### src/common/mipsPkg.sv
`default_nettype none

package mipsPkg;

   // Field and datapath widths
   typedef logic [31:0] wordT;
   typedef logic [4:0]  regAddrT;
   typedef logic [5:0]  opcodeT;
   typedef logic [5:0]  functT;
   typedef logic [3:0]  aluOpT;

   // Primary opcodes
   localparam opcodeT opRType = 6'h00;
   localparam opcodeT opJ     = 6'h02;
   localparam opcodeT opJal   = 6'h03;
   localparam opcodeT opBeq   = 6'h04;
   localparam opcodeT opBne   = 6'h05;
   localparam opcodeT opAddiu = 6'h09;
   localparam opcodeT opSlti  = 6'h0A;
   localparam opcodeT opAndi  = 6'h0C;
   localparam opcodeT opOri   = 6'h0D;
   localparam opcodeT opXori  = 6'h0E;
   localparam opcodeT opLui   = 6'h0F;
   localparam opcodeT opLw    = 6'h23;
   localparam opcodeT opSw    = 6'h2B;

   // R-type function codes
   localparam functT fnSll  = 6'h00;
   localparam functT fnSrl  = 6'h02;
   localparam functT fnSra  = 6'h03;
   localparam functT fnJr   = 6'h08;
   localparam functT fnAddu = 6'h21;
   localparam functT fnSubu = 6'h23;
   localparam functT fnAnd  = 6'h24;
   localparam functT fnOr   = 6'h25;
   localparam functT fnXor  = 6'h26;
   localparam functT fnSlt  = 6'h2A;
   localparam functT fnSltu = 6'h2B;

   // ALU operation selects
   localparam aluOpT aluAdd  = 4'd0;
   localparam aluOpT aluSub  = 4'd1;
   localparam aluOpT aluAnd  = 4'd2;
   localparam aluOpT aluOr   = 4'd3;
   localparam aluOpT aluXor  = 4'd4;
   localparam aluOpT aluSlt  = 4'd5;
   localparam aluOpT aluSltu = 4'd6;
   localparam aluOpT aluSll  = 4'd7;
   localparam aluOpT aluSrl  = 4'd8;
   localparam aluOpT aluSra  = 4'd9;
   localparam aluOpT aluLui  = 4'd10;

   // JAL destination
   localparam regAddrT linkReg = 5'd31;

endpackage

`default_nettype wire

### src/control/pipeControl.sv
`timescale 1ns/1ps
`default_nettype none

module pipeControl
   import mipsPkg::*;
(
   input  wire logic clk,
   input  wire logic reset,
   input  wordT      instrF,
   input  wire logic branchTakenE,
   output aluOpT     aluOp,
   output logic      aluSrcImm,
   output logic      shiftSel,
   output logic      zeroExt,
   output logic      jumpE,
   output logic      jrE,
   output logic      branchNeE,
   output logic      branchTaken,
   output logic      forwardA,
   output logic      forwardB,
   output logic      memWriteE,
   output logic      memToRegM,
   output logic      regWriteM,
   output logic      linkM,
   output regAddrT   writeRegM
);

   opcodeT  opcode;
   functT   funct;
   regAddrT rs, rt, rd;

   // F-stage decode results
   aluOpT   aluOpF;
   logic    aluSrcImmF, shiftSelF, jumpF, jrF, branchF, branchNeF;
   logic    memWriteF, memToRegF, regWriteF, linkF;
   regAddrT writeRegF;

   // E-stage copies not exported directly
   logic    branchE, memToRegE, regWriteE, linkE;
   regAddrT writeRegE, rsE, rtE;

   assign opcode = instrF[31:26];
   assign funct  = instrF[5:0];
   assign rs     = instrF[25:21];
   assign rt     = instrF[20:16];
   assign rd     = instrF[15:11];

   always_comb begin
      // Default is a no-op
      aluOpF     = aluAdd;
      aluSrcImmF = 1'b1;
      shiftSelF  = 1'b0;
      zeroExt    = 1'b0;
      jumpF      = 1'b0;
      jrF        = 1'b0;
      branchF    = 1'b0;
      branchNeF  = 1'b0;
      memWriteF  = 1'b0;
      memToRegF  = 1'b0;
      regWriteF  = 1'b0;
      linkF      = 1'b0;
      writeRegF  = rt;
      case (opcode)
         opRType: begin
            aluSrcImmF = 1'b0;
            writeRegF  = rd;
            regWriteF  = 1'b1;
            case (funct)
               fnAddu: aluOpF = aluAdd;
               fnSubu: aluOpF = aluSub;
               fnAnd:  aluOpF = aluAnd;
               fnOr:   aluOpF = aluOr;
               fnXor:  aluOpF = aluXor;
               fnSlt:  aluOpF = aluSlt;
               fnSltu: aluOpF = aluSltu;
               fnSll: begin
                  aluOpF    = aluSll;
                  shiftSelF = 1'b1;
               end
               fnSrl: begin
                  aluOpF    = aluSrl;
                  shiftSelF = 1'b1;
               end
               fnSra: begin
                  aluOpF    = aluSra;
                  shiftSelF = 1'b1;
               end
               fnJr: begin
                  // Register jump, nothing written
                  jrF       = 1'b1;
                  regWriteF = 1'b0;
               end
               default: regWriteF = 1'b0;
            endcase
         end
         opAddiu: regWriteF = 1'b1;
         opSlti: begin
            aluOpF    = aluSlt;
            regWriteF = 1'b1;
         end
         opAndi: begin
            aluOpF    = aluAnd;
            zeroExt   = 1'b1;
            regWriteF = 1'b1;
         end
         opOri: begin
            aluOpF    = aluOr;
            zeroExt   = 1'b1;
            regWriteF = 1'b1;
         end
         opXori: begin
            aluOpF    = aluXor;
            zeroExt   = 1'b1;
            regWriteF = 1'b1;
         end
         opLui: begin
            aluOpF    = aluLui;
            regWriteF = 1'b1;
         end
         opLw: begin
            memToRegF = 1'b1;
            regWriteF = 1'b1;
         end
         opSw: memWriteF = 1'b1;
         opBeq: begin
            aluSrcImmF = 1'b0;
            branchF    = 1'b1;
         end
         opBne: begin
            aluSrcImmF = 1'b0;
            branchF    = 1'b1;
            branchNeF  = 1'b1;
         end
         opJ: jumpF = 1'b1;
         opJal: begin
            // Link address lands in r31
            jumpF     = 1'b1;
            linkF     = 1'b1;
            regWriteF = 1'b1;
            writeRegF = linkReg;
         end
         default: aluSrcImmF = 1'b1;
      endcase
   end

   // F to E control register
   always_ff @(posedge clk) begin
      if (reset) begin
         aluOp     <= aluAdd;
         aluSrcImm <= 1'b0;
         shiftSel  <= 1'b0;
         jumpE     <= 1'b0;
         jrE       <= 1'b0;
         branchE   <= 1'b0;
         branchNeE <= 1'b0;
         memWriteE <= 1'b0;
         memToRegE <= 1'b0;
         regWriteE <= 1'b0;
         linkE     <= 1'b0;
         writeRegE <= '0;
         rsE       <= '0;
         rtE       <= '0;
      end else begin
         aluOp     <= aluOpF;
         aluSrcImm <= aluSrcImmF;
         shiftSel  <= shiftSelF;
         jumpE     <= jumpF;
         jrE       <= jrF;
         branchE   <= branchF;
         branchNeE <= branchNeF;
         memWriteE <= memWriteF;
         memToRegE <= memToRegF;
         regWriteE <= regWriteF;
         linkE     <= linkF;
         writeRegE <= writeRegF;
         rsE       <= rs;
         rtE       <= rt;
      end
   end

   // E to M control register
   always_ff @(posedge clk) begin
      if (reset) begin
         memToRegM <= 1'b0;
         regWriteM <= 1'b0;
         linkM     <= 1'b0;
         writeRegM <= '0;
      end else begin
         memToRegM <= memToRegE;
         regWriteM <= regWriteE;
         linkM     <= linkE;
         writeRegM <= writeRegE;
      end
   end

   // Compare result only counts for a real branch in E
   assign branchTaken = branchE && branchTakenE;

   // M to E bypass, r0 never forwarded
   assign forwardA = regWriteM && (writeRegM != '0) && (rsE == writeRegM);
   assign forwardB = regWriteM && (writeRegM != '0) && (rtE == writeRegM);

endmodule

`default_nettype wire

### config.mk
export PLATFORM = sky130hd
export DESIGN_NAME = pipeControl
export DESIGN_NICKNAME = d
export VERILOG_FILES = /design/src/common/mipsPkg.sv /design/src/control/pipeControl.sv
export SDC_FILE = /design/constraint.sdc
export NUM_CORES = 1
export LEC_CHECK = 0
export BUFFER_PORTS_ARGS = -buffer_cell sky130_fd_sc_hd__buf_2
export CORE_UTILIZATION = 45
export CTS_BUF_LIST = sky130_fd_sc_hd__clkbuf_2 sky130_fd_sc_hd__clkbuf_4 sky130_fd_sc_hd__clkbuf_8
export CTS_CLUSTER_DIAMETER = 80
export DETAILED_ROUTE_END_ITERATION = 8
export PLACE_DENSITY = 0.73
export SKIP_LAST_GASP = 1
export SYNTH_ARGS = -nofsm -noshare
export SYNTH_HDL_FRONTEND = slang
export SYNTH_SLANG_ARGS = --single-unit
### constraint.sdc
create_clock -name clk -period 2 [get_ports clk]
set_input_delay 0.1 -clock clk [delete_from_list [all_inputs] [get_ports clk]]
set_output_delay 0.1 -clock clk [all_outputs]
set_load 0.03 [all_outputs]
## Word level (Yosys, flattened, before mapping)

Cells that the tools add are included.

| cells by class | value |
|---|---|
| bitwise logic cells | 1 |
| eq/ne operators | 24 |
| reductions and logical operators | 15 |
| mux-type cells | 15 |

Operators by type and width:

| kind | count |
|---|---|
| equality test 6 bit, second input constant | 9 |
| equality test 6 x 4 -> 1 bit, second input constant | 7 |
| one-hot mux 4 bit (9 select lines) | 1 |
| equality test 6 x 2 -> 1 bit, second input constant | 4 |
| one-hot mux 4 bit (6 select lines) | 1 |
| equality test 6 x 3 -> 1 bit, second input constant | 2 |
| zero test 6 bit | 2 |
| two-way mux 1 bit | 11 |
| equality test 5 bit | 2 |
| one-hot mux 5 bit (2 select lines) | 1 |
| OR reduction 10 bit | 1 |
| OR reduction 3 bit | 3 |
| OR reduction 8 bit | 1 |
| OR reduction 2 bit | 3 |
| nonzero test 5 bit | 1 |
| logical AND 1 bit | 4 |
| one-hot mux 1 bit (2 select lines) | 1 |
| NOT 1 bit | 1 |

| storage, ports and cells | value |
|---|---|
| word-level logic and storage cells | 73 |
| flip-flop bits (word level) | 37 |

## Longest topological paths before layout

Gate-level depths: netlist (run 1).

| depth | value |
|---|---|
| depth in word-level cells | 4 |
| depth in mapped cells | 6 |
| gate-level depth less buffers | 4 |

## Least setup slack after synthesis (run 1)

OpenSTA, ideal clock, no wires.

| timing | value |
|---|---|
| path type | register to output |
| start point | register writeRegM[1] |
| end point | output port forwardA |
| arrival time | 1.815 ns |
| stages on the path, launching flop included | 4 |
| path slack | 0.085 ns |
| path buffers | 0 |
| data required time | 1.900 ns |
| cell sequence | dfxtp_1 > or4_1 > o21ai_0 > nor4_1 |

| on the way | value |
|---|---|
| longest elaborated chain between the ends | 3 |
| elaborated cells on any way between the ends | 4 |
| classes of those cells | eq/ne (1); reduce/logical (3) |

RTL lines:

| item | line | text |
|---|---|---|
| from (decl) | pipeControl.sv:25 | `output regAddrT writeRegM` |
| from (signal assigned) | pipeControl.sv:192 | `writeRegM <= writeRegE;` |
| nonzero test 5 bit | pipeControl.sv:200 | `assign forwardA = regWriteM && (writeRegM != '0) && (rsE == writeRegM);` |
| logical AND 1 bit | pipeControl.sv:200 |  |
| logical AND 1 bit * | pipeControl.sv:200 |  |
| to (decl) | pipeControl.sv:19 | `output logic forwardA,` |

Every way passes the cells marked *; elsewhere a longest branch is shown, timed or not.

## Worst setup path after layout (run 1)

| timing | value |
|---|---|
| start point | register writeRegM[1] |
| end point | output port forwardB |

| on the way | value |
|---|---|
| longest elaborated chain between the ends | 3 |
| elaborated cells on any way between the ends | 4 |
| classes of those cells | eq/ne (1); reduce/logical (3) |

RTL lines:

| item | line | text |
|---|---|---|
| nonzero test 5 bit | pipeControl.sv:201 | `assign forwardB = regWriteM && (writeRegM != '0) && (rtE == writeRegM);` |
| logical AND 1 bit | pipeControl.sv:201 |  |
| logical AND 1 bit * | pipeControl.sv:201 |  |
| to (decl) | pipeControl.sv:20 | `output logic forwardB,` |

Marks and branches as above.

==> results of run 1 <==
==> flip-flops by register name (all words and copies together), names as in the netlist, 4 cells and up <==
signal     cells
writeRegE      5
rtE            5
aluOp          4
rsE            5
writeRegM      5
==> through the flow <==
step	total power [mW]	hold slack [ps]
6_report	1.37	14.4
5_1_grt	1.45	6.05
4_1_cts	1.39	0.870
3_5_place_dp	0.980	318
3_3_place_gp	0.978	313
2_1_floorplan	0.920	172
==> cell usage in the layout (no fill, tap or decap), drive strengths merged <==
| master | count |
|---|---|
| nor4 | 6 |
| a211oi | 6 |
| or2 | 1 |
| o21ai | 2 |
| o31ai | 5 |
| nand2 | 5 |
| nor3 | 5 |
| nand2b | 8 |
| dfxtp | 37 |
| mux2 | 2 |
| a31oi | 2 |
| mux2i | 1 |
| buf | 52 |
| nand3 | 4 |
| o22ai | 2 |
| nor2b | 23 |
| nor2 | 11 |
| a21oi | 6 |
| o32ai | 2 |
| or4 | 2 |
| nor4b | 1 |
| nor3b | 1 |
| inv | 3 |
| o32a | 2 |
| dlygate4sd3 | 8 |
| nand4b | 1 |
| clkbuf | 7 |
| and3 | 1 |
| and2 | 3 |
| o21a | 1 |
| o22a | 1 |
| nand3b | 1 |
| and4b | 1 |
| xnor2 | 6 |
| xor2 | 4 |
==> routing by layer <==
metal / vias to the layer above / global-route usage / share of wire
met5: - / 0 / 0
met1: 576 / 0.223 / 0.47
met3: 6 / 0.0704 / 0.057
li1: 703 / - / -
met4: 0 / 0.0667 / 0.014
met2: 52 / 0.277 / 0.46
==> cell type report <==
class	instances	area share
repair buffers	60	0.170
multi-input cells	116	0.400
inverters	3	0.00558
flip-flops and latches	37	0.367
well taps	46	0.0285
clock buffers	7	0.0292
==> path summary, 6_finish.rpt <==
| path | to | slack (ps) | depth (start not counted) |
|---|---|---|---|
| max | forwardB | 210 | 4 |
| min | rtE[4] | 10 | 2 |
| max reg2reg | regWriteM | 1460 | 1 |
| min reg2reg | writeRegM[1] | 440 | 1 |
==> where the power goes <==
part	leakage, nW	total [mW]	switching, mW	internal [mW]
Clock	0.0348	0.396	0.217	0.179
Combinational	0.531	0.200	0.108	0.0918
Sequential	0.304	0.774	0.0121	0.762
==> cells by family after synthesis <==
kind of cell | after synthesis | share of synthesized area
simple gates | 74 | 0.299
flops | 37 | 0.458
compound gates | 29 | 0.125
buf+inv | 15 | 0.0441
xor+xnor | 10 | 0.0541
mux | 3 | 0.0201
==> impl_summary.txt, run 1 <==
----------------------------------------------------
[Hold path]
  Worst hold path startpoint ... instrF[20]
  Worst min path class ... in -> reg

[Clocking]
  Setup repair bufs after CTS ... 0
  Longest Clk Path Bufs ... 2
  PostCTS Resize Cnt ... 0
  CTS tree ... yes
  Buffer cell driving the clock tree root ... clkbuf_4
  H-tree levels ... 2
  TritonCTS Buffers ... 5
  Hold_buf cts ... 7
  Clock edge transition at the registers on the reported setup and hold paths ... 90 ps
  Worst-Skew Late Latency ... 330 ps
  Clock Sinks ... 37

[Setup path]
  Element type at the critical path end ... output port
  Cells along the critical path ... or4_1, o21ai_0, nor4_1, buf_2
  Sum of buffers and inverters on the critical path ... 1
  Largest driver fanout on the critical path ... 4
  Reg2Reg Launch Point ... regWriteE
  Startpoint types ... flop
  Signal arrival time at the worst endpoint ... between 1500 and 2000 ps
  Crit-path max cell delay ... 510 ps
  Cell type group with the largest total delay on the critical path ... simple AND/OR/NAND/NOR gates
  Classification of the worst setup path ... reg -> out
  Startpoint of the worst setup timing path ... writeRegM[1]
  Crit-path slowest cell ... or4_1
  Required time of the worst setup path ... about 1900 ps

[Die]
  Effective utilization at floorplan ... 0.477
  Number of cell rows ... 21
  Standard cell core area ... 3390 sq um
  Y dimension of the die ... 62.0 microns
  Num ports ... between 50 and 60
  Die span in x ... 62.0 microns
  Die ar. ... 3840 sq um

[Cells and area]
  Area used by multi-input combinational logic ... 806 sq um
  Post-route insts no fill ... ~270
  Fill cell total of the finished layout ... 300
  Final core area utilization ... 0.595
  Final instance area ... 2020 sq um
  Antenna cells ... 0
  Storage cell area ... around 740 sq um
  Final layout net count ... between 200 and 300
  Share of layout cells above drive strength 1 ... 0.305
  Layout overhead on the synthesized area ... 24.7%

[Timing]
  Worst Setup Slack, final ... 206 ps
  Setup-failing EPs final ... 0
  Slew HR ... 0.743
  Setup skew after layout ... 6.41 ps
  Time the final worst path needs with I/O delays and setup ... about 1800 ps
  TNS Setup ... 0 ps
  Final period utilization ... 0.897
  Max-slew violation count ... 0
  Maximum clock frequency ... 557 MHz
  Transition time at the pin with the least slew margin ... 386 ps
  Unrepaired setup endpoints after global routing ... no
  Final number of hold-violating endpoints ... 0

[Drt]
  Post-route ant nets ... 0
  DRC Markers ... 0
  Initial DRC count ... 31
  Final WL ... 3.11 mm
  Routed WL per cell ... 11.6 microns
  Number of detailed-route iterations in the first pass ... 5
  DR vias/cell ... 4.97
  Vias ... roughly 1,300

[Synthesis]
  YS warnings ... 0
  Top_reg_cell synth ... dfxtp_1
  Largest cells by area after synthesis ... dfxtp_1, nor2b_1, xnor2_1
  Most used standard cells in the synthesized netlist ... dfxtp_1, nor2b_1, nor2_1
  Area fraction of the dominant cell type after synthesis ... 0.458
  Average instance area after synthesis ... 9.63 sq um
  Cell Area, Synth ... about 1600 sq um
  Asr flop ratio synth ... 0
  Synthesized netlist net count ... 203
  Sequential cell area fraction in the yosys report ... 0.458
  Synthesized instance count ... 168
  Count leader, synth ... dfxtp_1
  Cell taking the most area after synthesis ... dfxtp_1
  Post-synth EDFFs ... 0
  Synthesized flop and latch total ... 37
  Unique masters post-synth ... 39

[Placed design]
  Number of I/O port buffers ... 51
  Total instance count after detailed placement ... 254
  GPL Wtd Cong ... approximately 0.73
  Placement-stage worst setup slack ... 488 ps
  Total placed instance area ... about 1900 sq um
  Post-detailed-placement half-perimeter wirelength ... 2.22 mm

[GRT]
  Total Routing Usage GR ... 0.178
  Leftover overflow at the end of global routing ... 0
  Maximum number of pins on one net before global-route repair ... 23
  Via count of the first global-routing pass ... 1,119
  Number of antenna violations at the first check in global routing ... 0
  First-pass GRT wire length ... between 4 and 5 mm

[Run]
  Number of max-capacitance violations reported ... 0

[Pwr]
  VDD IR-drop max ... 0.000321 V
  Total power per unit cell area ... slightly below 700 nW/um^2
  Leakage power ... 0.869 nW

[Status]
  Outcome ... finished clean

----------------------------------------------------
Power figures use the tool's default switching activity.
==> run 2: changes to the inputs <==
--- a/config.mk
+++ b/config.mk
@@ -6,6 +6,7 @@
 export NUM_CORES = 1
 export LEC_CHECK = 0
 export BUFFER_PORTS_ARGS = -buffer_cell sky130_fd_sc_hd__buf_2
+export CORE_ASPECT_RATIO = 1.5
 export CORE_UTILIZATION = 45
 export CTS_BUF_LIST = sky130_fd_sc_hd__clkbuf_2 sky130_fd_sc_hd__clkbuf_4 sky130_fd_sc_hd__clkbuf_8
 export CTS_CLUSTER_DIAMETER = 80
==> run 2 against run 1 <==
Net effect: highest routed layer unchanged; fmax up 2.6%; flip-flop and latch count unchanged; critical path depth unchanged; critical endpoint is now forwardA; die area is 0.12% higher; core utilization shrank 2.1 points; clock-buffer cell count decreased by 1; register-to-register slack about the same; cell count down 4.1%; setup slack better by 45 ps; power grew 6.0%; hold slack improved by 9.0 ps.
==> impl_summary.txt, run 2 (synthesis results as in run 1) <==
----------------------------------------------------
[Placed design]
  Post-detailed-placement half-perimeter wirelength ... 2.34 mm
  Number of I/O port buffers ... between 50 and 60
  GPL Wtd Cong ... 0.733

[Die]
  Y dimension of the die ... about 75 microns
  Num ports ... 57
  Number of cell rows ... 26
  Die span in x ... 51.0 microns
  Die ar. ... 3840 sq um
  Standard cell core area ... 3420 sq um
  Effective utilization at floorplan ... 0.474

[GRT]
  Number of antenna violations at the first check in global routing ... 0
  Via count of the first global-routing pass ... 1,263
  First-pass GRT wire length ... 5.18 mm
  Leftover overflow at the end of global routing ... 0
  Total Routing Usage GR ... 0.183
  Maximum number of pins on one net before global-route repair ... 24

[Cells and area]
  Share of layout cells above drive strength 1 ... 0.319
  Final layout net count ... 250
  Layout overhead on the synthesized area ... 21.1%
  Most common cell after layout, fill and taps aside ... buf_2
  Area used by multi-input combinational logic ... 806 sq um
  Final core area utilization ... 0.574
  Fill cell total of the finished layout ... between 300 and 400
  Storage cell area ... 741 sq um
  Most used cells in the layout excluding fill and tap cells ... buf_2, dfxtp_1, nor2b_1
  Antenna cells ... 0

[Status]
  Outcome ... finished clean

[Clocking]
  Longest Clk Path Bufs ... 2
  PostCTS Resize Cnt ... 0
  Buffer cell driving the clock tree root ... clkbuf_8
  Hold_buf cts ... 0
  Worst-Skew Late Latency ... 280 ps
  Clock edge transition at the registers on the reported setup and hold paths ... 70 ps
  TritonCTS Buffers ... 5
  H-tree levels ... 2
  Clock Sinks ... 37
  Setup repair bufs after CTS ... 0
  CTS tree ... yes

[Drt]
  Routed WL per cell ... 11.8 microns
  Vias ... 1,321
  DRC Markers ... 0
  Final WL ... 3.05 mm
  DR vias/cell ... roughly 5
  Initial DRC count ... 17
  Post-route ant nets ... 0
  Number of detailed-route iterations in the first pass ... 4

[Pwr]
  Leakage power ... 0.849 nW
  Total power per unit cell area ... 741 nW/um^2
  VDD IR-drop max ... around 0.00045 V
  Total Power Consumption ... 1.45 mW

[Hold path]
  WHS Path Cells ... 2
  Worst min path class ... in -> reg

[Setup path]
  Classification of the worst setup path ... reg -> out
  Element type at the critical path end ... output port
  Depth of the worst register-to-register path ... 1
  Signal arrival time at the worst endpoint ... 1650 ps
  Startpoint types ... flop
  Required time of the worst setup path ... 1900 ps
  Largest driver fanout on the critical path ... 4

[Timing]
  Time the final worst path needs with I/O delays and setup ... 1750 ps
  Final period utilization ... 0.875
  Maximum clock frequency ... between 500 and 600 MHz
  Setup skew after layout ... 2.39 ps
  Setup-failing EPs final ... 0
  Hold Slack ... 23.4 ps
  Transition time at the pin with the least slew margin ... 385 ps
  Slew HR ... 0.743
  TNS Setup ... 0 ps
  Final number of hold-violating endpoints ... 0
  Unrepaired setup endpoints after global routing ... no
  Max-slew violation count ... 0

[Run]
  Number of max-capacitance violations reported ... 0

----------------------------------------------------
==> run 2: cell types whose count changed in the layout (fill, tap and decap cells not counted), sizes merged <==
cell / previous run / this run
dlygate4sd3: 8 / 0
clkbuf: 7 / 6
clkinv: 0 / 2
==> run 2: path summary, 6_finish.rpt <==
kind	from	to	slack (ps)
worst max-delay path	writeRegM[1]	forwardA	250
worst min register to register	writeRegE[1]	writeRegM[1]	440
worst min-delay path	instrF[21]	rsE[0]	20
worst max register to register	linkE	linkM	1470
==> run 2: layout make-up <==
cell class,instances,share of cell area
Multi-Input combinational cell,116,0.411
Sequential cell,37,0.378
Timing Repair Buffer,52,0.134
Clock buffer,6,0.0390
Tap cell,42,0.0268
Inverter,3,0.00575
Clock inverter,2,0.00511
==> run 2: through the flow <==
stage               cells  area, sq um  setup slack (ps)
global route          258         1960               119
detailed placement    250         1870               472
CTS                   258         1960               233
global placement      250         1870               483
floorplan             168         1620              85.3
finish                258         1960               250
==> run 2: metal layers <==
metal / global-route usage / up-vias / wire [microns]
met5: 0 / - / 0
met4: 0.108 / 0 / 65
met3: 0.0479 / 6 / 140
met2: 0.346 / 35 / 1670
met1: 0.176 / 600 / 1170
li1: - / 680 / -
==> run 2: report_power, final <==
part / switching, mW / internal [mW]
combinational: 0.105 / 0.0816
clock: 0.238 / 0.254
sequential: 0.0116 / 0.763
total: 0.354 / 1.10
==> run 2: critical path, cell delays in order (launching register included) <==
cell and delay (ps):
dfxtp_1 350, or4_1 510, o21ai_0 240, nor4_1 90, buf_2 180
