File: config.mk
export PLATFORM = sky130hd
export DESIGN_NAME = executeUnit
export DESIGN_NICKNAME = d
export VERILOG_FILES = /design/src/common/mipsPkg.sv /design/src/logic/executeUnit.sv
export SDC_FILE = /design/constraint.sdc
export NUM_CORES = 1
export LEC_CHECK = 0
export BUFFER_PORTS_ARGS = -buffer_cell sky130_fd_sc_hd__buf_2
export CAP_MARGIN = 25
export CORE_ASPECT_RATIO = 0.7
export CORE_MARGIN = 5
export CORE_UTILIZATION = 49
export DETAILED_ROUTE_END_ITERATION = 8
export PLACE_DENSITY = 0.78
export SLEW_MARGIN = 10
export SYNTH_ARGS = -nofsm -noshare
export SYNTH_HDL_FRONTEND = slang
export SYNTH_SLANG_ARGS = --single-unit
File: constraint.sdc
create_clock -name clk -period 6.14 [get_ports clk]
set_clock_uncertainty 0.2 [all_clocks]
set_input_delay 0.921 -clock clk [delete_from_list [all_inputs] [get_ports clk]]
set_output_delay 0.921 -clock clk [all_outputs]
set_load 0.02 [all_outputs]
File: src/common/mipsPkg.sv
`default_nettype none

package mipsPkg;

   // Field and datapath widths
   typedef logic [31:0] wordT;
   typedef logic [4:0]  regAddrT;
   typedef logic [5:0]  opcodeT;
   typedef logic [5:0]  functT;
   typedef logic [3:0]  aluOpT;

   // Primary opcodes
   localparam opcodeT opRType = 6'h00;
   localparam opcodeT opJ     = 6'h02;
   localparam opcodeT opJal   = 6'h03;
   localparam opcodeT opBeq   = 6'h04;
   localparam opcodeT opBne   = 6'h05;
   localparam opcodeT opAddiu = 6'h09;
   localparam opcodeT opSlti  = 6'h0A;
   localparam opcodeT opAndi  = 6'h0C;
   localparam opcodeT opOri   = 6'h0D;
   localparam opcodeT opXori  = 6'h0E;
   localparam opcodeT opLui   = 6'h0F;
   localparam opcodeT opLw    = 6'h23;
   localparam opcodeT opSw    = 6'h2B;

   // R-type function codes
   localparam functT fnSll  = 6'h00;
   localparam functT fnSrl  = 6'h02;
   localparam functT fnSra  = 6'h03;
   localparam functT fnJr   = 6'h08;
   localparam functT fnAddu = 6'h21;
   localparam functT fnSubu = 6'h23;
   localparam functT fnAnd  = 6'h24;
   localparam functT fnOr   = 6'h25;
   localparam functT fnXor  = 6'h26;
   localparam functT fnSlt  = 6'h2A;
   localparam functT fnSltu = 6'h2B;

   // ALU operation selects
   localparam aluOpT aluAdd  = 4'd0;
   localparam aluOpT aluSub  = 4'd1;
   localparam aluOpT aluAnd  = 4'd2;
   localparam aluOpT aluOr   = 4'd3;
   localparam aluOpT aluXor  = 4'd4;
   localparam aluOpT aluSlt  = 4'd5;
   localparam aluOpT aluSltu = 4'd6;
   localparam aluOpT aluSll  = 4'd7;
   localparam aluOpT aluSrl  = 4'd8;
   localparam aluOpT aluSra  = 4'd9;
   localparam aluOpT aluLui  = 4'd10;

   // JAL destination
   localparam regAddrT linkReg = 5'd31;

endpackage

`default_nettype wire

File: src/logic/executeUnit.sv
`timescale 1ns/1ps
`default_nettype none

module executeUnit
   import mipsPkg::*;
(
   input  wire logic clk,
   input  wire logic reset,
   input  wordT      instrF,
   input  wordT      pcF,
   input  wordT      readDataA,
   input  wordT      readDataB,
   input  wire logic zeroExt,
   input  aluOpT     aluOp,
   input  wire logic aluSrcImm,
   input  wire logic shiftSel,
   input  wire logic forwardA,
   input  wire logic forwardB,
   input  wire logic branchNeE,
   input  wordT      writeBackM,
   output wordT      aluOutE,
   output wordT      storeDataE,
   output wordT      branchOffsetE,
   output wordT      targetE,
   output wordT      jrValueE,
   output wordT      pcE,
   output logic      branchTakenE
);

   wordT       opAE, opBE, immE, immF;
   wordT       fwdA, fwdB, aluA, aluB;
   logic [4:0] shamtE;

   // Extension picked by the F-stage decode
   assign immF = zeroExt ? {16'b0, instrF[15:0]} : {{16{instrF[15]}}, instrF[15:0]};

   always_ff @(posedge clk) begin
      if (reset) begin
         opAE          <= '0;
         opBE          <= '0;
         immE          <= '0;
         shamtE        <= '0;
         pcE           <= '0;
         targetE       <= '0;
         branchOffsetE <= '0;
      end else begin
         opAE          <= readDataA;
         opBE          <= readDataB;
         immE          <= immF;
         shamtE        <= instrF[10:6];
         pcE           <= pcF;
         targetE       <= {6'b0, instrF[25:0]};
         // Word offset, always sign extended
         branchOffsetE <= {{14{instrF[15]}}, instrF[15:0], 2'b00};
      end
   end

   // Bypass from the instruction in M
   assign fwdA = forwardA ? writeBackM : opAE;
   assign fwdB = forwardB ? writeBackM : opBE;

   assign aluA = shiftSel ? {27'b0, shamtE} : fwdA;
   assign aluB = aluSrcImm ? immE : fwdB;

   always_comb begin
      case (aluOp)
         aluAdd:  aluOutE = aluA + aluB;
         aluSub:  aluOutE = aluA - aluB;
         aluAnd:  aluOutE = aluA & aluB;
         aluOr:   aluOutE = aluA | aluB;
         aluXor:  aluOutE = aluA ^ aluB;
         aluSlt:  aluOutE = {31'b0, $signed(aluA) < $signed(aluB)};
         aluSltu: aluOutE = {31'b0, aluA < aluB};
         aluSll:  aluOutE = aluB << aluA[4:0];
         aluSrl:  aluOutE = aluB >> aluA[4:0];
         aluSra:  aluOutE = $signed(aluB) >>> aluA[4:0];
         aluLui:  aluOutE = {aluB[15:0], 16'b0};
         default: aluOutE = '0;
      endcase
   end

   // Raw condition, gated by the branch flag in control
   assign branchTakenE = branchNeE ? (fwdA != fwdB) : (fwdA == fwdB);
   assign storeDataE   = fwdB;
   assign jrValueE     = fwdA;

endmodule

`default_nettype wire

Yosys cells after proc, flatten, opt, wreduce, memory -nomap -nowiden

Cells that the tools add are included.

Register bits after elaboration: 168
Bits of input ports: 172
Word-level logic and storage cells: 40

$add $sub $neg: 2
Order comparisons: 2
Eq/ne operators: 12
Shifts and indexed selects: 3
Multiplexer cells: 6
Bitwise operators: 3
Reduce and logical (&&, ||, !) cells: 2

Operators by type and width:

| operator           | number |
|---|---|
| $pmux 32 s11       | 1 |
| $mux 32            | 4 |
| $lt 32x32->1       | 2 |
| $add 32x32->32     | 1 |
| $and 32x32->32     | 1 |
| $eq 32x32->1       | 1 |
| $ne 32x32->1       | 1 |
| $or 32x32->32      | 1 |
| $shl 32x5->32      | 1 |
| $shr 32x5->32      | 1 |
| $sshr 32x5->32     | 1 |
| $sub 32x32->32     | 1 |
| $xor 32x32->32     | 1 |
| $eq 4x3->1 const B | 4 |
| $eq 4x4->1 const B | 3 |
| $eq 4x2->1 const B | 2 |
| $eq 4x1->1 const B | 1 |
| $logic_not 4->1    | 1 |
| $reduce_or 2->1    | 1 |
| $mux 1             | 1 |

Logic depth before layout (Yosys ltp)

Gate-level depths: netlist of the first run.

Word-level depth: 4
Gate-level depth with buffers: 20
Mapped depth without buffers: 17

Least setup slack after synthesis of the first run

No wires, ideal clock.

Path kind: input to output
From: input forwardA
To: output aluOutE[19]
Data arrival time: 5.426 ns
Setup slack: -0.407 ns
Stages: 18
Cells stage by stage: clkbuf_1 -> buf_2 -> mux2_2 -> mux2i_1 -> clkbuf_1 -> clkbuf_1 -> ha_1 -> clkbuf_1 -> a21o_1 -> a2111oi_0 -> a211oi_1 -> or3_1 -> a21oi_1 -> o21bai_1 -> a21oi_1 -> o21ai_0 -> xnor2_1 -> o21ai_0

Cells in the longest elaborated chain, start to end: 4
Elaborated cells between the ends (all ways): 11

RTL lines:

| element                                      | RTL line          | source |
|---|---|---|
| start, declared                              | executeUnit.sv:17 | `input wire logic forwardA,` |
| $mux 32 (*)                                  | executeUnit.sv:59 | `assign fwdA = forwardA ? writeBackM : opAE;` |
| named net jrValueE[4]                        | executeUnit.sv:25 | `output wordT jrValueE,` |
| $mux 32 (*)                                  | executeUnit.sv:62 | `assign aluA = shiftSel ? {27'b0, shamtE} : fwdA;` |
| $sub 32x32->32, or another cell as far along | executeUnit.sv:68 | `aluSub: aluOutE = aluA - aluB;` |
| $pmux 32 s11 (*)                             | executeUnit.sv:66 | `case (aluOp)` |
| end, declared                                | executeUnit.sv:21 | `output wordT aluOutE,` |

The timed path passes the listed nets; every way through them passes the cells marked *.

Worst setup path after layout of the first run

From: input aluSrcImm
To: output aluOutE[19]

Cells in the longest elaborated chain, start to end: 3
Elaborated cells between the ends (all ways): 10

RTL lines:

| element                                      | RTL line          | source |
|---|---|---|
| start, declared                              | executeUnit.sv:15 | `input wire logic aluSrcImm,` |
| $mux 32 (*)                                  | executeUnit.sv:63 | `assign aluB = aluSrcImm ? immE : fwdB;` |
| $sub 32x32->32, or another cell as far along | executeUnit.sv:68 |  |
| $pmux 32 s11 (*)                             | executeUnit.sv:66 |  |

Every way passes the cells marked *; elsewhere a longest branch is shown, timed or not.

==> results.txt, run 1 <==
After detailed placement, the total cell area comes to 16600 um2. The share of synthesized area occupied by flip-flops and latches is 18.4%, and the count of standard-cell rows is 50. For the top achievable clock speed, the log shows 0.165 GHz.

VDD sags by at most 0.000220 V. The number of buffers added on ports is 350, and the area enclosed by the die boundary is 30700 um2. Summing the areas of all fa, ha and maj instances in the mapped netlist gives 9.38% of the synthesized area. The share of the synthesized netlist area taken by xor and xnor gates works out to 3.54%. The first detailed-routing pass took 6 iterations. Number of global-route vias before repair: 15400. Summing over every cut layer, the via total after detailed routing is 16200. The area of all placed cells without fillers is 17500 um2. Synthesis produced a netlist whose cell count is 1821. The placed wire-length estimate after detailed placement was 54000 um; the average cell area after synthesis was 7.34 um2.

Headroom to the max-slew limit came out at 40.5%. Counting flops with a built-in enable in the synthesized netlist gives 0. After detailed routing, the number of remaining DRC violations is 0. For this design, the slowest cell found on the critical path is sky130_fd_sc_hd__a2111o_1. The critical path goes through buf_2 -> buf_4 -> mux2i_1 -> buf_4 -> ha_1 -> or3_4 -> o211a_1 -> a2111o_1 -> a211oi_1 -> nor4_1 -> o211ai_1 -> o21ai_0 -> xnor2_1 -> buf_4 -> o21ai_1 -> buf_2. For this run, the slowest stage of the critical path takes 0.44 ns. The run gives 17 as the number of buffers inserted during clock tree synthesis.

The synthesized netlist occupies a cell area of 13400 um2. Along the worst path, the maximum fanout reaches 9. The power density of the placed cells is 215 nW/um2.

In the final routed layout, each cell accounts on average for 25.7 um. By instance count, the cell type seen most on the critical path is sky130_fd_sc_hd__buf_4. In this run the number of H-tree levels came out at 4. The dominant cell by count in the synthesized netlist was sky130_fd_sc_hd__nor2_1. The top cell type by area accounts for 18.4% of the synthesized area.

Setup violations remaining at the end of the flow were counted as 0. Global routing consumed, over all layers together, 41.6% of the routing resources. 365 I/O pins were placed. The overflow left after global routing is 0.

The first routing iteration left 1922 violations. The number of nets at the end of the flow was 2529; the total of max-cap violations was 0. Time the final worst path needs with I/O delays and setup: 6.08 ns.

The most used flip-flop cell after synthesis is sky130_fd_sc_hd__dfxtp_1. The total of flip-flops plus latches after synthesis is 123, and the synthesis-to-layout area growth is 30.9%. The tools report the count of fill cells added during filler insertion as 2250. Ranked by total cell area, the synthesized netlist is headed by sky130_fd_sc_hd__dfxtp_1 18%, sky130_fd_sc_hd__ha_1 9.1%, sky130_fd_sc_hd__mux2i_1 8.2%. Worst min-delay path category: in -> reg. Clock transition at the registers of the reported paths: 0.06 ns.

In this run the remaining antenna-violating nets after routing total 0. Initial antenna violation count: 9. The run gives 0.00876 uW as the cell leakage power. For the total wire length, the log shows 67800 um.

The nature of the critical path startpoint was a primary input. The final cycle utilization of the critical path is 99.0%. TritonCTS built the clock tree. The Yosys step of the flow raised 0 warnings. The first-pass GRT wire length is 98100 um, and the maximum number of pins on one net before global-route repair is 79. The multiplexer share of the synthesized area came out at 12.8%. The placeable core area came out at 26800 um2. The run gives 4.96 ns as the critical path data arrival time. The synthesized netlist devotes 24.8% of its cell area to compound gates. The largest family of logic cells by synthesized area is compound AO/OA/AOI/OAI gates. Library cell occupying the most area in the post-synthesis netlist: sky130_fd_sc_hd__dfxtp_1. Measured along the x axis, the die boundary spans 207 um. The maximum clock path buffer count was 2; the required time of the critical path was 5.02 ns.

The count of distinct cell types in the synthesized netlist is 77, and the share of async-settable or async-resettable flops after synthesis is 0%. Measured along the y axis, the die boundary spans 148 um. The worst setup path is captured at an output port.

In the routed layout, each cell is associated on average with a via count of 6.12. In this run the clock root is driven by a sky130_fd_sc_hd__clkbuf_16. The max-slew violation total from the final report is 0, and the simple-gate share of the synthesized area is 20.8%. Effective utilization at floorplan: 49.8%.

The final weighted congestion in routability-driven placement was 1.08. The critical path is of the in -> out type. At the pin with the least slew margin, the transition time is 0.885 ns.

The flow ran to the end, and the final reports show no timing, DRC or antenna violations. CTS saw 123 sinks. The commonest cells after synthesis are 149 x sky130_fd_sc_hd__nor2_1, 143 x sky130_fd_sc_hd__o21ai_0, 135 x sky130_fd_sc_hd__nor2b_1, 130 x sky130_fd_sc_hd__nand2_1. The share of final-layout standard cells stronger than drive strength 1 is 33.0%, and the hold violation total from the final report is 0. On the final layout, the worst hold slack is 0.481 ns.
-- cell type report --
class / count / area [um2] / area share (%)
antenna: 5 / 12.5 / 0.0715
clock buffer: 18 / 439 / 2.51
clock inverter: 14 / 174 / 0.994
inverter: 118 / 443 / 2.53
multi-input combinational: 1403 / 9850 / 56.3
sequential: 123 / 2460 / 14.1
tap: 364 / 455 / 2.60
timing repair buffer: 595 / 3660 / 20.9
-- path summary, 6_finish.rpt --
path,slack (ns),endpoint,start,cells after the start
max,0.06,aluOutE[19],aluSrcImm,16
min,0.48,immE[16]$_SDFF_PP0_,zeroExt,2
-- through the flow --
step	power, uW	TNS, ns	cells	worst slack [ns]	utilization [%]
2_1_floorplan	1900	0	1828	0.00150	-
4_1_cts	3670	-0.0248	2634	-0.0248	64.4
5_1_grt	3910	-0.103	2640	-0.0344	65.2
3_3_place_gp	2590	-0.315	2602	-0.153	61.9
3_5_place_dp	2610	-0.777	2602	-0.212	61.9
6_report	3770	0	2640	0.0631	65.2
-- layout by cell type (no fill, tap or decap), types with 23 or more instances in the layout --
cell,instances
sky130_fd_sc_hd__mux2_2,43
sky130_fd_sc_hd__a21oi_1,119
sky130_fd_sc_hd__nand2_1,130
sky130_fd_sc_hd__nor3_1,23
sky130_fd_sc_hd__a211oi_1,25
sky130_fd_sc_hd__ha_1,93
sky130_fd_sc_hd__mux2i_1,104
sky130_fd_sc_hd__inv_1,112
sky130_fd_sc_hd__o21ai_0,137
sky130_fd_sc_hd__dfxtp_1,123
sky130_fd_sc_hd__xor2_1,35
sky130_fd_sc_hd__buf_4,242
sky130_fd_sc_hd__buf_2,345
sky130_fd_sc_hd__nor2_1,148
sky130_fd_sc_hd__nor2b_1,135
sky130_fd_sc_hd__o211ai_1,40
-- metal layers --
metal / part of all wire [%] / track usage [%]
met1: 40 / 55.5
met2: 42 / 63.2
met3: 14 / 13.1
met4: 4.5 / 16.0
met5: 0.030 / 0
-- what timing repair did --
item                       CTS  global route
setup endpoints to repair    8            15
pin swaps                    1            17
hold buffers                 0             0
resized for setup            9            48
setup buffers                0             1
-- worst max-delay path, delay by kind of cell --
kind / cells / cell delay [ns]
muxes: 1 / 0.27
buffers and inverters: 5 / 1.15
xor gates and xnor gates: 1 / 0.17
AOI/OAI and AO/OA: 6 / 1.69
adders and majority gates: 1 / 0.23
and+or+nand+nor: 2 / 0.51
-- power breakdown --
group | switching [uW] | leakage, uW | internal [uW] | total (uW)
Combinational | 1150 | 0.00744 | 691 | 1840
Sequential | 22.9 | 0.00103 | 841 | 864
Clock | 437 | 0.000300 | 626 | 1060
-- flip-flops by register name, summed over array words and instances, names as in the netlist --
| name | cells |
|---|---|
| targetE | 26 |
| pcE | 32 |
| opBE | 32 |
| opAE | 32 |
| immE | 1 |
-- cell families (layout without fill, tap and decap cells) --
group                    Yosys count  after routing
AND/OR/NAND/NOR                  561            561
AO/OA/AOI/OAI                    520            520
buffers and inverters            302            745
multiplexers                     161            161
flip-flops                       123            123
adder cells (fa/ha/maj)           99             99
XOR/XNOR                          54             54
other                              1             13
No activity file was read; power rests on OpenSTA's default activity.
==> run 2, diff against run 1 <==
--- a/config.mk
+++ b/config.mk
@@ -5,13 +5,14 @@
 export SDC_FILE = /design/constraint.sdc
 export NUM_CORES = 1
 export LEC_CHECK = 0
+export ABC_AREA = 1
 export BUFFER_PORTS_ARGS = -buffer_cell sky130_fd_sc_hd__buf_2
 export CAP_MARGIN = 25
 export CORE_ASPECT_RATIO = 0.7
 export CORE_MARGIN = 5
-export CORE_UTILIZATION = 49
+export CORE_UTILIZATION = 51
 export DETAILED_ROUTE_END_ITERATION = 8
-export PLACE_DENSITY = 0.78
+export PLACE_DENSITY = 0.79
 export SLEW_MARGIN = 10
 export SYNTH_ARGS = -nofsm -noshare
 export SYNTH_HDL_FRONTEND = slang
==> run 2 against run 1 <==
  * The run now ends with DRC left
  * Worst setup slack better by 0.21 ns
  * Utilization decreased by 5.7 points
  * Non-clock buffer count decreased by 171
  * Area after synthesis rose by 15%
  * Power down 2.3%
  * Via count increased by 27%
  * Maximum frequency up 3.6%
  * Critical path depth unchanged
  * Largest cell class unchanged
  * Largest power group unchanged
==> results.txt, run 2 <==
The time the final worst path needs with I/O delays and setup is 5.87 ns (-0.211 ns), and the count of distinct cell types in the synthesized netlist is 50 (-35%). Initial antenna violation count: 5 (-4). Share of final-layout standard cells stronger than drive strength 1: 16.0% (-17 points). The critical path data arrival time is 4.75 ns (-0.21 ns). The max-slew violation total from the final report was 0 (unchanged); the placed wire-length estimate after detailed placement was 63800 um (+18%).

For the number of detailed-routing iterations run before antenna repair, the log shows 9 (+3). The number of nets at the end of the flow was 3365 (+33%). The run gives 20500 (+27%) as the routed via count.

The run finished, with violations left. Setup repair after global routing left no endpoint under its margin. Number of setup buffers added after CTS: 0 (unchanged). Number of global-route vias before repair: 18400 (+20%). Most common library cell in the layout ignoring fill and taps: sky130_fd_sc_hd__nand2_1. The clock power share was 28.3% (about the same); the proportion of power drawn by flip-flops and latches was 23.4% (+0.5 points).

The maximum number of pins on one net before global-route repair was 85 (+7.6%); the average cell area after synthesis was 5.46 um2 (-26%). Number of instances resized during post-cts repair: 0 (-9). The average wire per standard cell came out at 22.2 um (-14%).

The run gives 33800 um2 (+10%) as the area enclosed by the die boundary. The tools report the type of destination of the critical path as an output port. The critical setup path kind was in -> out. The switching power as a share of total power came out at 47.7% (+5.0 points). I/O pin count: 365 (unchanged). The top achievable clock speed was 0.170 GHz (+3.6%). The tools report the cell leakage power as 0.0103 uW (+18%).

The H-tree depth reported by CTS came out at 4 (unchanged). The hold violation total from the final report is 0 (unchanged). The total power was 3680 uW (-2.3%). The final weighted congestion in routability-driven placement was 1.15 (+6.0%); the final cycle utilization of the critical path was 95.5% (-3.4 points). Counting instances in the post-synthesis netlist gives the leading cell types as 826 x sky130_fd_sc_hd__nand2_1, 425 x sky130_fd_sc_hd__inv_1, 343 x sky130_fd_sc_hd__nand3_1, 321 x sky130_fd_sc_hd__nor2_1, 127 x sky130_fd_sc_hd__a21oi_1.

The share of async-settable or async-resettable flops after synthesis is 0% (unchanged), and the number of DRC violations after detailed-routing iteration 0 is 3667 (+91%). The total wire length came out at 78200 um (+15%). In the final layout, the registers with the most flip-flops are opAE (32), opBE (32), pcE (32).

For the maximum clock path buffer count, the log shows 2 (unchanged). The tree is rooted in a sky130_fd_sc_hd__clkbuf_16. Number of buffers inserted during clock tree synthesis: 17 (unchanged). The cell area after synthesis is 15400 um2 (+15%).

The hold-fix buffer count after cts is 0 (unchanged), and the fraction of synthesized cell area taken by the top area cell type is 20.1% (+1.7 points). For the overflow left after global routing, the log shows 0 (unchanged). The tools report the first-pass GRT wire length as 114000 um (+16%).

The dominant cell by count in the synthesized netlist was sky130_fd_sc_hd__nand2_1. The required time of the critical path came out at 5.02 ns (about the same). The count of flip-flops with a built-in enable after synthesis was 0 (unchanged). The clock transition at the registers of the reported paths came out at 0.07 ns (about the same). Combinational fraction of design power: 48.4% (-0.5 points).

The area of the multi-input gates is 10300 um2 (+4.2%), and the clock sink count is 123 (unchanged). In the layout the commonest cells are 825 x sky130_fd_sc_hd__nand2_1, 425 x sky130_fd_sc_hd__inv_1, 349 x sky130_fd_sc_hd__buf_2. The setup TNS was 0 ns (unchanged); the effective utilization at floorplan was 51.5% (+1.7 points). The number of remaining DRC errors came out at 2 (+2). The worst hold path belongs to the class in -> reg. The number of buffers added on ports was 350 (unchanged).

The die boundary width was 218 um (+5.0%); the average vias per placed instance was 5.81 (-5.0%). Share of synthesized area occupied by flip-flops and latches: 16.0% (-2.4 points). The worst relative slew slack was 34.3% (-6.2 points).

The checks that failed: DRC. For the placeable core area, the log shows 29900 um2 (+11%). The net switching power is 1760 uW (+9.1%), and the count of standard-cell rows is 53 (+6.0%). Highest net fanout along the worst path: 30 (+21). STA classifies the critical path startpoint as a primary input. The power density of the placed cells was 207 nW/um2 (-4.0%); the largest vdd supply drop was 0.000227 V (+3.5%).

The gate count of the mapped netlist was 2822 (+55%); the synthesis-to-layout area growth was 15.6%. By area the synthesized netlist is led by sky130_fd_sc_hd__nand2_1 20%, sky130_fd_sc_hd__dfxtp_1 16%, sky130_fd_sc_hd__nand3_1 11%. The run gives 0 (unchanged) as the number of failing setup endpoints in the final timing report. The residual antenna-violating net count after detailed routing was 0 (unchanged); the total of max-cap violations was 0 (unchanged). The tools report the internal portion of total power as 1930 uW (-11%). TritonCTS built the clock tree.

The tools report the all-layer global routing usage as 44.4% (+2.8 points). The count of fill cells added during filler insertion was 3060 (+36%); the worst-margin pin slew was 0.975 ns (+0.0894 ns). For this run, the leading register cell type out of synthesis is sky130_fd_sc_hd__dfxtp_1. The synthesized design spends more area on one cell type than any other, namely sky130_fd_sc_hd__nand2_1. The chip height is 155 um (+4.9%), and the area used by sequential logic in the layout is 2460 um2 (unchanged). The total of flip-flops plus latches after synthesis is 123 (unchanged), and the number of warnings printed during yosys synthesis is 0 (unchanged).
[run 2: cell types whose count changed in the layout (fill, tap and decap cells not counted), sizes merged, moves of 19 or more]
cell    previous run  this run
a211oi            27         2
o211ai            41        11
mux2i            113         0
nand3             22       345
nand4             13        35
nor2             149       324
nand2            130       837
nor2b            135         0
buf              594       424
inv              123       442
mux2              48         0
xor2              35        16
[run 2: area by class of cell]
| type | instances | area share [%] |
|---|---|---|
| diodes | 6 | 0.0844 |
| clock buffers | 17 | 2.39 |
| clock inverters | 15 | 0.970 |
| inverters | 434 | 9.18 |
| multi-input cells | 2094 | 57.7 |
| flip-flops and latches | 123 | 13.8 |
| well taps | 412 | 2.90 |
| repair buffers | 424 | 13.0 |
[run 2: power groups by stage]
stage | Combinational, uW | Clock [uW] | Sequential [uW]
finish | 1780 | 1040 | 861
global route | 1890 | 1080 | 864
CTS | 1700 | 1040 | 860
detailed placement | 1690 | 0 | 877
global placement | 1670 | 0 | 876
floorplan | 1100 | 0 | 890
[run 2: path summary, 6_finish.rpt]
| kind | end | slack (ns) | cells past startpoint | startpoint |
|---|---|---|---|---|
| max | aluOutE[24] | 0.27 | 16 | forwardA |
| min | immE[16]$_SDFF_PP0_ | 0.45 | 2 | zeroExt |
[run 2: through the flow]
step / cells / setup WS (ns) / area, um2 / util, % / hold slack, ns
4_1_cts: 3519 / 0.461 / 17800 / 59.5 / 0.430
2_1_floorplan: 2829 / 1.39 / 15400 / - / 0.799
3_3_place_gp: 3487 / 0.455 / 17200 / 57.5 / 0.902
5_1_grt: 3524 / 0.112 / 17800 / 59.5 / 0.433
3_5_place_dp: 3487 / 0.468 / 17200 / 57.5 / 0.909
6_report: 3525 / 0.274 / 17800 / 59.5 / 0.447
[run 2: cells by family (layout without fill, tap and decap cells)]
family | Yosys count | after routing | synth area share [%]
AND/OR/NAND/NOR | 1606 | 1606 | 43.8
buffers and inverters | 612 | 890 | 17.6
AO/OA/AOI/OAI | 350 | 350 | 12.7
flip-flops | 123 | 123 | 16.0
adder cells (fa/ha/maj) | 99 | 99 | 8.14
XOR/XNOR | 31 | 31 | 1.76
other | 1 | 14 | 0.0244
[run 2: worst max-delay path, stage by stage]
cell and delay, ns:
sky130_fd_sc_hd__buf_2 0.15, sky130_fd_sc_hd__buf_4 0.25, sky130_fd_sc_hd__o21ai_0 0.81, sky130_fd_sc_hd__nor2_1 0.20, sky130_fd_sc_hd__inv_1 0.11, sky130_fd_sc_hd__ha_1 0.32
sky130_fd_sc_hd__inv_1 0.20, sky130_fd_sc_hd__o21ai_0 0.22, sky130_fd_sc_hd__a21oi_1 0.45, sky130_fd_sc_hd__o21a_1 0.20, sky130_fd_sc_hd__nand3_1 0.15, sky130_fd_sc_hd__o21ai_0 0.18
sky130_fd_sc_hd__a21oi_1 0.11, sky130_fd_sc_hd__nor2_1 0.12, sky130_fd_sc_hd__nand3_1 0.15, sky130_fd_sc_hd__buf_2 0.21
[run 2: layer usage]
metal  GRT usage (%)  wire (um)  up-vias
met5               0          0        -
met4            18.7       4020        0
met3            16.4      12500      224
met2            63.3      31000     1663
met1            60.2      30700     9202
li1                -          -     9388
